File: config.mk
export PLATFORM = sky130hd
export DESIGN_NAME = bus_to_mem_adapter
export DESIGN_NICKNAME = d
export VERILOG_FILES = /design/src/hdl/island_cfg_pkg.sv /design/src/hdl/mem_proto_pkg.sv /design/src/hdl/bus_to_mem_adapter.sv
export SDC_FILE = /design/constraint.sdc
export NUM_CORES = 1
export LEC_CHECK = 0
export ABC_AREA = 1
export BUFFER_PORTS_ARGS = -buffer_cell sky130_fd_sc_hd__buf_2
export CORE_MARGIN = 5
export CORE_UTILIZATION = 37
export CTS_CLUSTER_SIZE = 24
export DETAILED_ROUTE_END_ITERATION = 10
export PLACE_DENSITY = 0.86
export SYNTH_ARGS = -nofsm -noshare
export SYNTH_HDL_FRONTEND = slang
export SYNTH_SLANG_ARGS = --single-unit
File: constraint.sdc
create_clock -name clk_i -period 8.2 [get_ports clk_i]
set_clock_uncertainty 0.15 [all_clocks]
set_input_delay 1.64 -clock clk_i [delete_from_list [all_inputs] [get_ports clk_i]]
set_output_delay 1.64 -clock clk_i [all_outputs]
set_load 0.02 [all_outputs]
File: src/hdl/island_cfg_pkg.sv
// Memory island configuration
`default_nettype none

package island_cfg_pkg;

    // ----------------------------------------
    // Address and data geometry
    // ----------------------------------------

    // Byte address seen by both ports
    localparam int unsigned addr_width = 12;

    // One memory word
    localparam int unsigned data_width = 32;

    // One enable per byte lane
    localparam int unsigned be_width = data_width / 8;

    // Byte offset inside a word, dropped before bank selection
    localparam int unsigned word_lsb = $clog2(be_width);

    // Bank select and row index are taken from the bits above word_lsb
    // Low word bits pick the bank so consecutive words interleave

endpackage

`default_nettype wire

File: src/hdl/mem_proto_pkg.sv
// Bus and memory protocol types
`default_nettype none

package mem_proto_pkg;

    // ----------------------------------------
    // Bus side
    // ----------------------------------------

    // Command held by the master for as long as req is high
    typedef struct packed {
        logic                                 write;
        logic [island_cfg_pkg::addr_width-1:0] addr;
        logic [island_cfg_pkg::data_width-1:0] wdata;
        logic [island_cfg_pkg::be_width-1:0]   be;
    } bus_cmd_t;

    // ----------------------------------------
    // Memory protocol
    // ----------------------------------------

    // Request, taken when valid and gnt are both high
    typedef struct packed {
        logic                                 valid;
        logic                                 write;
        logic [island_cfg_pkg::addr_width-1:0] addr;
        logic [island_cfg_pkg::data_width-1:0] wdata;
        logic [island_cfg_pkg::be_width-1:0]   be;
    } mem_req_t;

    // Response, one per granted request, never stalled
    typedef struct packed {
        logic                                 valid;
        logic [island_cfg_pkg::data_width-1:0] rdata;
    } mem_rsp_t;

endpackage

`default_nettype wire

File: src/hdl/bus_to_mem_adapter.sv
// Four-phase bus adapter
`default_nettype none
`timescale 1ns/1ps

module bus_to_mem_adapter (
    input  logic                                  clk_i,
    input  logic                                  rst_i,
    input  logic                                  req_i,
    input  mem_proto_pkg::bus_cmd_t               bus_cmd_i,
    output logic                                  ack_o,
    output logic [island_cfg_pkg::data_width-1:0] bus_rdata_o,
    output mem_proto_pkg::mem_req_t               mem_req_o,
    input  logic                                  mem_gnt_i,
    input  mem_proto_pkg::mem_rsp_t               mem_rsp_i
);
    import island_cfg_pkg::*;

    typedef enum logic [2:0] {
        st_idle,
        st_issue,
        st_wait_rsp,
        st_ack,
        st_wait_rel
    } state_e;

    state_e state_q, state_d;
    logic issue;
    logic [data_width-1:0] rdata_q;

    // ----------------------------------------
    // Request side
    // ----------------------------------------

    // Request goes out in the same cycle req_i is first seen
    assign issue = ((state_q == st_idle) && req_i) || (state_q == st_issue);

    // Bus command is stable while req_i is high, so it feeds the request directly
    assign mem_req_o = '{valid: issue,
                         write: bus_cmd_i.write,
                         addr:  bus_cmd_i.addr,
                         wdata: bus_cmd_i.wdata,
                         be:    bus_cmd_i.be};

    // ----------------------------------------
    // Handshake FSM
    // ----------------------------------------
    always_comb begin
        state_d = state_q;
        unique case (state_q)
            st_idle:     if (req_i) state_d = mem_gnt_i ? st_wait_rsp : st_issue;
            // Hold until the cut or the core takes it
            st_issue:    if (mem_gnt_i) state_d = st_wait_rsp;
            st_wait_rsp: if (mem_rsp_i.valid) state_d = st_ack;
            // First ack cycle, master may already release
            st_ack:      state_d = req_i ? st_wait_rel : st_idle;
            st_wait_rel: if (!req_i) state_d = st_idle;
            default:     state_d = st_idle;
        endcase
    end

    always_ff @(posedge clk_i) begin
        if (rst_i) begin
            state_q <= st_idle;
        end else begin
            state_q <= state_d;
        end
    end

    // Read data captured once, shown while ack is high
    always_ff @(posedge clk_i) begin
        if ((state_q == st_wait_rsp) && mem_rsp_i.valid) begin
            rdata_q <= mem_rsp_i.rdata;
        end
    end

    assign ack_o       = (state_q == st_ack) || (state_q == st_wait_rel);
    assign bus_rdata_o = rdata_q;

    // Only one access outstanding, so a response can only land while waiting for it
    a_rsp_only_when_waiting: assert property (@(posedge clk_i) disable iff (rst_i)
        mem_rsp_i.valid |-> (state_q == st_wait_rsp));

    // Four-phase rule seen from the master side
    a_ack_needs_req: assert property (@(posedge clk_i) disable iff (rst_i)
        $rose(ack_o) |-> $past(req_i));

endmodule

`default_nettype wire

==> reports/qor.tcl <==
set qor(length_of_the_first_detailed_routing_pass_in_iterations) 4
set qor(routabilityCongestion) 0.746
set qor(route.detailed.drc) 0
set qor(synth_top_cells_by_area) {sky130_fd_sc_hd__edfxtp_1 (61%), sky130_fd_sc_hd__buf_4 (24%), sky130_fd_sc_hd__dfxtp_1 (3.8%), sky130_fd_sc_hd__nor2_2 (2.0%), sky130_fd_sc_hd__nand2_1 (1.7%)}
set qor(worst_slew_margin_rel) 0.743
set qor(viasPerCell) 4.66
set qor(setup_tns_final_ps) 0
set qor(route.detailed.wl_per_inst_um) 18.2
set qor(flow.area_growth_from_synthesis_pct) 10.0
set qor(yosys_warnings) 0
set qor(wl_mm) 3.62
set qor(post_cts_buffers) 0
set qor(clock_tree.htree_level_count) 2
set qor(critPathKind) {in2out}
set qor(clock_tree.root_cell) {sky130_fd_sc_hd__clkbuf_8}
set qor(grt_setup_unrepaired) {no}
set qor(timing.final.hold_violations) 0
set qor(yosysSeqAreaShare) 0.643
set qor(core_area_mm2) 0.00409
set qor(setup_viol) 0
set qor(total_congestion_overflow) 0
set qor(finalCritPeriodShare) 0.489
set qor(utilization) 0.427
set qor(clockBufferDepth) 2
set qor(maximum_number_of_pins_on_one_net_before_global_route_repair) 33
set qor(insertedDiodeCount) 0
set qor(power.density_cell_area_mw_per_mm2) 305
set qor(area_of_the_mapped_netlist_mm2) 0.00159
set qor(path_max_fanout) 3
set qor(die-area_mm2) 0.00570
set qor(critPathRequiredTime_ps) 6410
set qor(outcome) {complete, no violations}
set qor(syn_inst) 121
set qor(antenna_found_initial) 0
set qor(worst_slack_ps) 4190
set qor(worstSetupStartpointType) {input pin}
set qor(die_height_um) 75.5
set qor(tritoncts_num_sinks) 35
set qor(hold_buffers) 0
set qor(maxClockFrequency_mhz) 250
set qor(clkSlewWorstSetupHoldPaths_ps) 70
set qor(arrival_ps) 2220
set qor(cts_tree) {yes}
set qor(synth_largest_type_area_fraction) 0.605
set qor(post_route_antenna_net_violation_count) 0
set qor(cts.repair.resized) 0
set qor(drtIter0Drc) 51
set qor(max-vdd-ir-drop_uv) 83.3
set qor(synthesis.area_per_instance_um2) 13.1
set qor(yosys.area.top_type) {sky130_fd_sc_hd__edfxtp_1}
set qor(post_route_cells_drive_above_1_share) 0.617
set qor(design.final.nets) 234
set qor(place_ws_ps) 4200
set qor(endpoint_kind) {output pin}
set qor(route.vias.total) 928
set qor(min_period_ps) 4010
set qor(p_leak_uw) 0.000751
set qor(hold_class) {reg2reg}
set qor(power.total_uw) 533
set qor(tritoncts.num_buffers) 5
set qor(port_buffers) 70
set qor(maxCapViolations) 0
set qor(floorplan.io_pins) 169
set qor(actual_transition_at_the_worst_max_transition_pin_ps) 385
set qor(dp.final_hpwl_mm) 3.01
set qor(synth-seq-cells) 35
set qor(clock_insertion_delay_worst_skew_ps) 280
set qor(die_w_um) 75.5
set qor(synth.lib_cells_used.distinct) 18
set qor(slew_viol_final) 0
set qor(first_global_vias) 902
set qor(first_pass_grt_wire_length_mm) 4.67
set qor(mappedNetlistNets) 207
set qor(globalRouteTotalUtil) 0.119
set qor(number_of_standard_cell_rows_in_the_floorplan) 23
set qor(initial_standard_cell_utilization_of_the_core) 0.389
[synthesized netlist by cell type]
library cell / number
sky130_fd_sc_hd__o21ai_0: 1
sky130_fd_sc_hd__nand2_2: 2
sky130_fd_sc_hd__dfxtp_1: 3
sky130_fd_sc_hd__nand3_1: 4
sky130_fd_sc_hd__buf_4: 50
sky130_fd_sc_hd__nor2_1: 2
sky130_fd_sc_hd__o211ai_1: 1
sky130_fd_sc_hd__a21oi_1: 1
sky130_fd_sc_hd__a211oi_1: 1
sky130_fd_sc_hd__edfxtp_1: 32
sky130_fd_sc_hd__nor4_1: 1
sky130_fd_sc_hd__buf_2: 1
sky130_fd_sc_hd__inv_1: 5
sky130_fd_sc_hd__nor2_2: 5
sky130_fd_sc_hd__nand2_1: 7
sky130_fd_sc_hd__nand3_2: 2
sky130_fd_sc_hd__inv_2: 2
sky130_fd_sc_hd__nor2_4: 1
[final cells by class]
type / count / area [um2]
fillers: 369 / 2340
flip-flops and latches: 35 / 1020
repair buffers: 71 / 358
clock inverters: 3 / 43.8
multi-input cells: 28 / 166
clock buffers: 5 / 68.8
inverters: 7 / 26.3
well taps: 50 / 62.6
[report_power, final]
group          switching (uW)  internal, uW  total (uW)
clock                    59.8          90.4         150
combinational            90.8          44.6         135
sequential               15.8           232         248
[path summary, 6_finish.rpt]
check	depth (start not counted)	from	slack, ps	to
max	4	req_i	4190	mem_req_o[49]
min reg2reg	2	state_q[1]	440	state_q[2]
max reg2reg	3	state_q[1]	6540	bus_rdata_o[23]
min	2	state_q[1]	440	state_q[2]
[kinds of logic (layout without fill, tap and decap cells)]
group           after synthesis  in the layout  share of synthesized area
flops                        35             35                      0.643
compound gates                4              4                     0.0158
buf+inv                      58             86                      0.256
simple gates                 24             24                     0.0851
[registers in the layout (all words and copies together) (netlist names)]
register and flops:
state_q 3, bus_rdata_o 32
[through the flow]
| step | hold slack [ps] | area [um2] | instances |
|---|---|---|---|
| finish | 443 | 1750 | 199 |
| global route | 484 | 1750 | 199 |
| CTS | 443 | 1750 | 199 |
| detailed placement | 434 | 1630 | 191 |
| global placement | 435 | 1630 | 191 |
| floorplan | 384 | 1590 | 121 |
[layer usage]
metal  GRT usage  wire [um]
met3      0.0752        709
met2       0.211       1880
met1      0.0847        867
met5           0          0
met4       0.101        163
[cell usage in the layout (no fill, tap or decap)]
master	n
sky130_fd_sc_hd__dfxtp_1	3
sky130_fd_sc_hd__inv_2	2
sky130_fd_sc_hd__nor4_2	1
sky130_fd_sc_hd__nor2_1	2
sky130_fd_sc_hd__nor2_2	5
sky130_fd_sc_hd__edfxtp_1	32
sky130_fd_sc_hd__nand2_2	2
sky130_fd_sc_hd__clkinv_2	1
sky130_fd_sc_hd__bufinv_16	1
sky130_fd_sc_hd__buf_2	70
sky130_fd_sc_hd__nand3_2	2
sky130_fd_sc_hd__nand2_1	7
sky130_fd_sc_hd__a211oi_1	1
sky130_fd_sc_hd__clkinv_4	1
sky130_fd_sc_hd__inv_1	5
sky130_fd_sc_hd__clkbuf_8	5
sky130_fd_sc_hd__buf_4	1
sky130_fd_sc_hd__o211ai_1	1
sky130_fd_sc_hd__nor2_4	1
sky130_fd_sc_hd__a21oi_1	1
sky130_fd_sc_hd__o21ai_0	1
sky130_fd_sc_hd__nand3_1	4
[worst max-delay path, stage by stage]
cell and delay, ps:
sky130_fd_sc_hd__buf_2 110, sky130_fd_sc_hd__inv_1 60, sky130_fd_sc_hd__a211oi_1 210, sky130_fd_sc_hd__buf_2 200
(Power assumes the default switching activity.)
