## config.mk

```make
export PLATFORM = sky130hd
export DESIGN_NAME = mem_cut
export DESIGN_NICKNAME = d
export VERILOG_FILES = /design/src/hdl/island_cfg_pkg.sv /design/src/hdl/mem_proto_pkg.sv /design/src/hdl/mem_cut.sv
export SDC_FILE = /design/constraint.sdc
export NUM_CORES = 1
export LEC_CHECK = 0
export ABC_AREA = 0
export BUFFER_PORTS_ARGS = -buffer_cell sky130_fd_sc_hd__buf_4
export CORE_MARGIN = 3
export CORE_UTILIZATION = 40
export DETAILED_ROUTE_END_ITERATION = 8
export GPL_ROUTABILITY_DRIVEN = 1
export HOLD_SLACK_MARGIN = 0.06
export PLACE_DENSITY = 0.81
export SYNTH_ARGS = -nofsm -noshare
export SYNTH_HDL_FRONTEND = slang
export SYNTH_SLANG_ARGS = --single-unit
```

## constraint.sdc

```tcl
create_clock -name clk_i -period 1.6 [get_ports clk_i]
set_input_delay 0.24 -clock clk_i [delete_from_list [all_inputs] [get_ports clk_i]]
set_output_delay 0.24 -clock clk_i [all_outputs]
set_load 0.05 [all_outputs]
```

## src/hdl/island_cfg_pkg.sv

```systemverilog
// Memory island configuration
`default_nettype none

package island_cfg_pkg;

    // ----------------------------------------
    // Address and data geometry
    // ----------------------------------------

    // Byte address seen by both ports
    localparam int unsigned addr_width = 12;

    // One memory word
    localparam int unsigned data_width = 32;

    // One enable per byte lane
    localparam int unsigned be_width = data_width / 8;

    // Byte offset inside a word, dropped before bank selection
    localparam int unsigned word_lsb = $clog2(be_width);

    // Bank select and row index are taken from the bits above word_lsb
    // Low word bits pick the bank so consecutive words interleave

endpackage

`default_nettype wire

```

## src/hdl/mem_proto_pkg.sv

```systemverilog
// Bus and memory protocol types
`default_nettype none

package mem_proto_pkg;

    // ----------------------------------------
    // Bus side
    // ----------------------------------------

    // Command held by the master for as long as req is high
    typedef struct packed {
        logic                                 write;
        logic [island_cfg_pkg::addr_width-1:0] addr;
        logic [island_cfg_pkg::data_width-1:0] wdata;
        logic [island_cfg_pkg::be_width-1:0]   be;
    } bus_cmd_t;

    // ----------------------------------------
    // Memory protocol
    // ----------------------------------------

    // Request, taken when valid and gnt are both high
    typedef struct packed {
        logic                                 valid;
        logic                                 write;
        logic [island_cfg_pkg::addr_width-1:0] addr;
        logic [island_cfg_pkg::data_width-1:0] wdata;
        logic [island_cfg_pkg::be_width-1:0]   be;
    } mem_req_t;

    // Response, one per granted request, never stalled
    typedef struct packed {
        logic                                 valid;
        logic [island_cfg_pkg::data_width-1:0] rdata;
    } mem_rsp_t;

endpackage

`default_nettype wire

```

## src/hdl/mem_cut.sv

```systemverilog
// Memory protocol pipeline cuts
`default_nettype none
`timescale 1ns/1ps

module mem_cut #(
    parameter int unsigned num_req_cuts = 1,
    parameter int unsigned num_rsp_cuts = 1
) (
    input  logic                    clk_i,
    input  logic                    rst_i,
    input  mem_proto_pkg::mem_req_t req_i,
    output logic                    gnt_o,
    output mem_proto_pkg::mem_req_t req_o,
    input  logic                    gnt_i,
    input  mem_proto_pkg::mem_rsp_t rsp_i,
    output mem_proto_pkg::mem_rsp_t rsp_o
);
    import island_cfg_pkg::*;
    import mem_proto_pkg::*;

    // Index 0 faces the requester, the last index faces the core
    mem_req_t req_chain [num_req_cuts+1];
    logic     gnt_chain [num_req_cuts+1];
    mem_rsp_t rsp_chain [num_rsp_cuts+1];

    assign req_chain[0]            = req_i;
    assign gnt_o                   = gnt_chain[0];
    assign req_o                   = req_chain[num_req_cuts];
    assign gnt_chain[num_req_cuts] = gnt_i;

    // ----------------------------------------
    // Request stages with back-pressure
    // ----------------------------------------
    for (genvar k = 0; k < num_req_cuts; k++) begin : g_req_stage
        logic     valid_q;
        mem_req_t data_q;

        // Empty stage or one draining this cycle can take a new entry
        assign gnt_chain[k] = !valid_q || gnt_chain[k+1];

        always_ff @(posedge clk_i) begin
            if (rst_i) begin
                valid_q <= 1'b0;
            end else if (gnt_chain[k]) begin
                valid_q <= req_chain[k].valid;
            end
        end

        always_ff @(posedge clk_i) begin
            if (gnt_chain[k]) begin
                data_q <= req_chain[k];
            end
        end

        assign req_chain[k+1] = '{valid: valid_q,
                                  write: data_q.write,
                                  addr:  data_q.addr,
                                  wdata: data_q.wdata,
                                  be:    data_q.be};

        // A stalled entry stays put until downstream takes it
        a_no_overwrite: assert property (@(posedge clk_i) disable iff (rst_i)
            (valid_q && !gnt_chain[k+1]) |=> (valid_q && $stable(data_q)));
    end

    // ----------------------------------------
    // Response stages, no stall
    // ----------------------------------------
    assign rsp_chain[0] = rsp_i;
    assign rsp_o        = rsp_chain[num_rsp_cuts];

    for (genvar k = 0; k < num_rsp_cuts; k++) begin : g_rsp_stage
        logic                  valid_q;
        logic [data_width-1:0] rdata_q;

        always_ff @(posedge clk_i) begin
            if (rst_i) begin
                valid_q <= 1'b0;
            end else begin
                valid_q <= rsp_chain[k].valid;
            end
        end

        always_ff @(posedge clk_i) begin
            rdata_q <= rsp_chain[k].rdata;
        end

        assign rsp_chain[k+1] = '{valid: valid_q, rdata: rdata_q};
    end

endmodule

`default_nettype wire

```

==> flow_summary.toml, run 1 <==
[die]
fp.dieH_microns = 80.16
ios = 170
fp-row-count = 26
dieArea_sq_um = 6425
start_util_pct = 42.26
die_x_microns = 80.16
coreArea_sq_um = 5205

[synthesis]
avgSynthCellArea_sq_um = 24.71
synth_edf_count = 49
yosysUniqueCellTypes = 7
ys_seq_elements = 83
yosysTopAreaCellShare_pct = 66.89
synth-seq-area-share_pct = 97.84
synth_top_flop_cell = "edfxtp_1"
synth_warnings = 0
syn_inst = 89
yosysMostFrequentCell = "edfxtp_1"
synth_nets = 175
synthesis.area_sq_um = 2200
ys_async_sr_fraction_pct = 0
yosys.area.top_type = "edfxtp_1"
synthTopCellsByCount = "49 x edfxtp_1, 34 x dfxtp_1, 2 x buf_4"
synthTopCellsByArea = "edfxtp_1 67%, dfxtp_1 31%, buf_4 0.68%"

[placed_design]
portBuffers = 169
post-place-ws_ns = 0.4867
dp.cells = 328
gp_congestion = 0.7065

[drt]
dr.pass1.iters = 4
ant_nets = 0
wl_per_cell_microns = 19.42
vias = 1667
vias_per_cell = 4.352
remaining_drc_errors = 0
wl_microns = 7438
first_iter_violations = 69

[sta]
setup_slack_ns = 0.2071
worstMarginPinSlew_ns = 0.2212
slew-limit-headroom_pct = 85.24
finalMaxSlewViolations = 0
hold_viol = 0
fmax_mhz = 717.9
setup-tns-final_ns = 0
clock_skew_ns = 0.01806
grt_setup_unrepaired = "no"
finalCritPeriodShare_pct = 87.06
finalSetupViolCount = 0
fin_crit_ns = 1.393

[min_path]
min_to = "req_o[46]"
holdCritStartpoint = "req_i[46]"
worstHoldPathCells = 1
hp-class = "input port to flip-flop"

[grt]
grt_pass1_wl_microns = 9998
antenna_found_initial = 0
grt_start_max_net_pins = 28
grt_overflow = 0
grt_usage_pct = 21.99
grt_pass1_vias = 1844

[critical_path]
regToRegSetupSlack_ns = 0.48
slowest_delay_ns = 0.40
r2r-start = "g_req_stage[0].valid_q"
crit_path_end_kind = "output port"
crit_fanout = 14
crit_required_ns = 1.36
worstSetupPathType = "flip-flop to output port"
crit_slowest_cell = "dfxtp_1"
timing.rr.end = "req_o[45]"
cp.arrival_ns = 1.15
crit_path_start_kind = "flip-flop"
crit_path_start = "g_req_stage[0].valid_q"
reg2reg_depth = 2
path_cells = "nand2b_4, buf_4"

[cells_and_area]
fillers = 267
fin_cells = 383
n_antenna_cell = 0
synthToLayoutAreaGrowth_pct = 90.73
layout.nets = 394
final_util_pct = 80.60
drive_gt1_share_pct = 60.06

[cts]
clock_path_buffers = 2
clk_pin_slew_ns = 0.09
clock-sinks = 83
cts-root-buf = "clkbuf_8"
cts_tree = "yes"
clk_latency_ns = 0.34
cts_setup_buffers = 0
ctsHtreeMaxLevel = 3
numCtsBuffers = 9

[power_and_ir_drop]
peakVddDrop_uv = 947.8
power_mw = 5.144
p_per_area_nw_per_um2 = 1226
leakage_nw = 1.920

[flow_run]
cap_violations = 0

[status]
status = "complete, no violations"
[through the flow]
step           hold WS, ns  area, sq um
6_report           0.07600         4195
5_1_grt            0.05663         4195
4_1_cts            0.06035         4125
3_5_place_dp        0.3454         3568
3_3_place_gp        0.3443         3568
2_1_floorplan       0.2677         2200
[cells by family after synthesis]
logic type	synth area share (%)
and+or+nand+nor	0.9102
AOI/OAI and AO/OA	0.3983
DFF	97.84
buffers and inverters	0.8529
[sequential cells by signal, summed over array words and instances, names as in the netlist]
register and flops:
g_rsp_stage.rdata_q 32, g_req_stage.valid_q 1, g_rsp_stage.valid_q 1, req_o 49
[placed cells by master (no fill, tap or decap), drive strengths merged]
cell / netlist / routed
a21oi: 1 / 1
buf: 2 / 171
bufinv: 0 / 2
clkbuf: 0 / 11
clkinv: 0 / 2
dfxtp: 34 / 34
dlygate4sd3: 0 / 39
edfxtp: 49 / 49
inv: 1 / 2
nand2b: 1 / 1
nor2b: 1 / 1
[power breakdown]
part           leakage, nW  switching, mW  internal [mW]
Clock                0.119          0.739          0.981
Combinational         1.01          0.609          0.363
Sequential           0.794         0.0494           2.40
Total                 1.92           1.40           3.75
[how the worst max path moves through the flow]
stage / cells past startpoint / slack, ns / end
final: 2 / 0.21 / gnt_o
after global routing: 2 / 0.15 / gnt_o
after CTS: 2 / 0.24 / gnt_o
after detailed placement: 3 / 0.49 / req_o[4]
after global placement: 3 / 0.51 / req_o[5]
after floorplan: 1 / 0.42 / req_o[0]
[worst max-delay path, delay by kind of cell, from the launching register on]
family                 cells  cell delay (ns)
DFF                        1             0.40
buffers and inverters      1             0.24
and+or+nand+nor            1             0.17
[per-layer routing]
| metal | up-vias | global-route usage (%) | share of wire, % |
|---|---|---|---|
| met4 | 0 | 8.108 | 2.1 |
| met5 | - | 0 | 0 |
| met1 | 787 | 22.83 | 34 |
| met2 | 108 | 39.40 | 54 |
| li1 | 759 | - | - |
| met3 | 13 | 9.081 | 9.9 |
[final cells by class]
cell class	instances	area [sq um]	area share, %
clock buffers	11	152.6	3.639
clock inverters	5	83.83	1.998
inverters	1	3.754	0.08947
multi-input cells	3	28.78	0.6860
flip-flops and latches	83	2152	51.30
well taps	70	87.58	2.088
repair buffers	210	1687	40.20
[what timing repair did]
action,CTS,global route
hold endpoints to repair,32,7
hold buffers,32,7
resized for setup,0,0
endpoints found under the setup margin,0,0
Note: power is estimated with default switching activity, not from simulation.
==> inputs of run 2 (changes only) <==
--- a/config.mk
+++ b/config.mk
@@ -18 +18,2 @@
 export SYNTH_SLANG_ARGS = --single-unit
+export TNS_END_PERCENT = 1
==> constraint.sdc (replaced) <==
create_clock -name clk_i -period 1.6 [get_ports clk_i]
set_input_delay 0.16 -clock clk_i [delete_from_list [all_inputs] [get_ports clk_i]]
set_output_delay 0.16 -clock clk_i [all_outputs]
set_load 0.05 [all_outputs]
==> run 2 against run 1 <==
  * Critical path depth unchanged
  * Sequential power about the same
  * Sequential share of layout area down 4.6 points
  * Core utilization up 7.9 points
==> flow_summary.toml, run 2 (synthesized netlist as in run 1, its figures left out) <==
[status]
status = "complete, no violations"

[critical_path]
crit_required_ns = 1.44
regToRegSetupSlack_ns = 0.42
critPathCapture = "gnt_o"
timing.rr.end = "req_o[12]"
worstSetupPathType = "flip-flop to output port"
crit_path_start = "g_req_stage[0].valid_q"
crit_fanout = 24
crit_path_end_kind = "output port"
reg2reg_depth = 2
r2r-start = "g_req_stage[0].valid_q"
cp.arrival_ns = 1.25
crit_path_start_kind = "flip-flop"

[grt]
grtUsageMet2_pct = 48.76
use_met3_pct = 8.072
grt_overflow = 0
grt_usage_pct = 27.38
grt_start_max_net_pins = 29
grt_pass1_wl_microns = 12190
use_met1_pct = 30.05
grt_pass1_vias = 2132
grt_busiest_layer = "met2"
antenna_found_initial = 0

[power_and_ir_drop]
netSwitchingFraction_pct = 28.11
p_sw_mw = 1.427
pwr-share-clk_pct = 30.5
power_mw = 5.077
seq_power_share_pct = 48.4
peakVddDrop_uv = 834.9
leakage_nw = 2.090
p_per_area_nw_per_um2 = 1102
p_comb_share_pct = 21.1
intPower_mw = 3.650

[drt]
vias_per_cell = 4.402
wl_per_cell_microns = 20.04
vias = 1884
ant_nets = 0
first_iter_violations = 91
remaining_drc_errors = 0
dr.pass1.iters = 4
wl_microns = 8578

[cells_and_area]
synthToLayoutAreaGrowth_pct = 109.4
most-common-layout-cells = "169 x buf_4, 84 x dlygate4sd3_1, 49 x edfxtp_1"
drive_gt1_share_pct = 52.10
final_util_pct = 88.51
layout.nets = 438
largest_register_ffs = 49
stdcell_area_sq_um = 4607
final_common_cell = "buf_4"

[cts]
clk_latency_ns = 0.35
clock_path_buffers = 2
clock-sinks = 83
numCtsBuffers = 9
cts-root-buf = "clkbuf_8"
cts_tree = "yes"
ctsHtreeMaxLevel = 3
cts_setup_buffers = 0
clk_pin_slew_ns = 0.08

[die]
coreArea_sq_um = 5205
ios = 170
fp-row-count = 26
fp.dieH_microns = 80.16
start_util_pct = 42.26
dieArea_sq_um = 6425
die_x_microns = 80.16

[sta]
hold_viol = 0
finalMaxSlewViolations = 0
fin_crit_ns = 1.411
clock_skew_ns = 0.008520
hold_slack_ns = 0.4133
setup-tns-final_ns = 0
fmax_mhz = 708.9
grt_setup_unrepaired = "no"
finalCritPeriodShare_pct = 88.16
finalSetupViolCount = 0
worstMarginPinSlew_ns = 0.3432
slew-limit-headroom_pct = 77.11

[min_path]
hp-class = "input port to flip-flop"
worstHoldPathCells = 2

[flow_run]
cap_violations = 0

[placed_design]
placed_area_sq_um = 3561
gp_congestion = 0.7449
portBuffers = 169
## run 2: changes by cell type in the layout (fill, tap and decap cells not counted)
cell,delta
buf_4,-1
bufinv_16,-1
clkinv_2,+2
diode_2,+1
clkbuf_1,+1
clkinv_4,-2
dlygate4sd3_1,+45
## run 2: layout make-up
cell class / instances / area [sq um]
Antenna cell: 1 / 2.502
Tap cell: 70 / 87.58
Inverter: 1 / 3.754
Fill cell: 217 / 598.1
Multi-Input combinational cell: 3 / 28.78
Clock buffer: 12 / 156.4
Sequential cell: 83 / 2152
Clock inverter: 4 / 46.29
Timing Repair Buffer: 254 / 2130
## run 2: timing repair
item,in CTS,in global routing
gates resized for setup,0,0
hold buffers,84,0
hold endpoints to repair,83,0
## run 2: critical path: stages (launching register included)
cell and delay [ns]:
dfxtp_1 0.34, nand2b_4 0.28, buf_4 0.27
## run 2: how the worst min path moves through the flow
stage                                      end  slack, ns      start
CTS                                  req_o[30]       0.41      gnt_i
finish                               req_o[30]       0.41      gnt_i
global placement    g_rsp_stage[0].rdata_q[11]       0.26  rsp_i[11]
detailed placement   g_rsp_stage[0].rdata_q[3]       0.27   rsp_i[3]
floorplan            g_rsp_stage[0].rdata_q[0]       0.19   rsp_i[0]
global route                         req_o[31]       0.45      gnt_i
## run 2: routing by layer
metal	vias up	wire (microns)	part of all wire [%]
li1	846	-	-
met4	0	189	2.2
met3	18	625	7.3
met5	-	0	0
met2	115	4618	54
met1	905	3145	37
## run 2: power by group through the flow
stage / clock network (mW) / registers [mW] / logic [mW]
2_1_floorplan: 0 / 2.95 / 0.0396
3_3_place_gp: 0 / 2.48 / 0.872
3_5_place_dp: 0 / 2.49 / 0.880
4_1_cts: 1.52 / 2.44 / 1.05
5_1_grt: 1.63 / 2.47 / 1.11
6_report: 1.55 / 2.46 / 1.07
## run 2: through the flow
step,instances,setup WS [ns]
4_1_cts,427,0.1806
6_report,428,0.1894
3_3_place_gp,327,0.4499
2_1_floorplan,89,0.4198
5_1_grt,427,0.1427
3_5_place_dp,327,0.4338
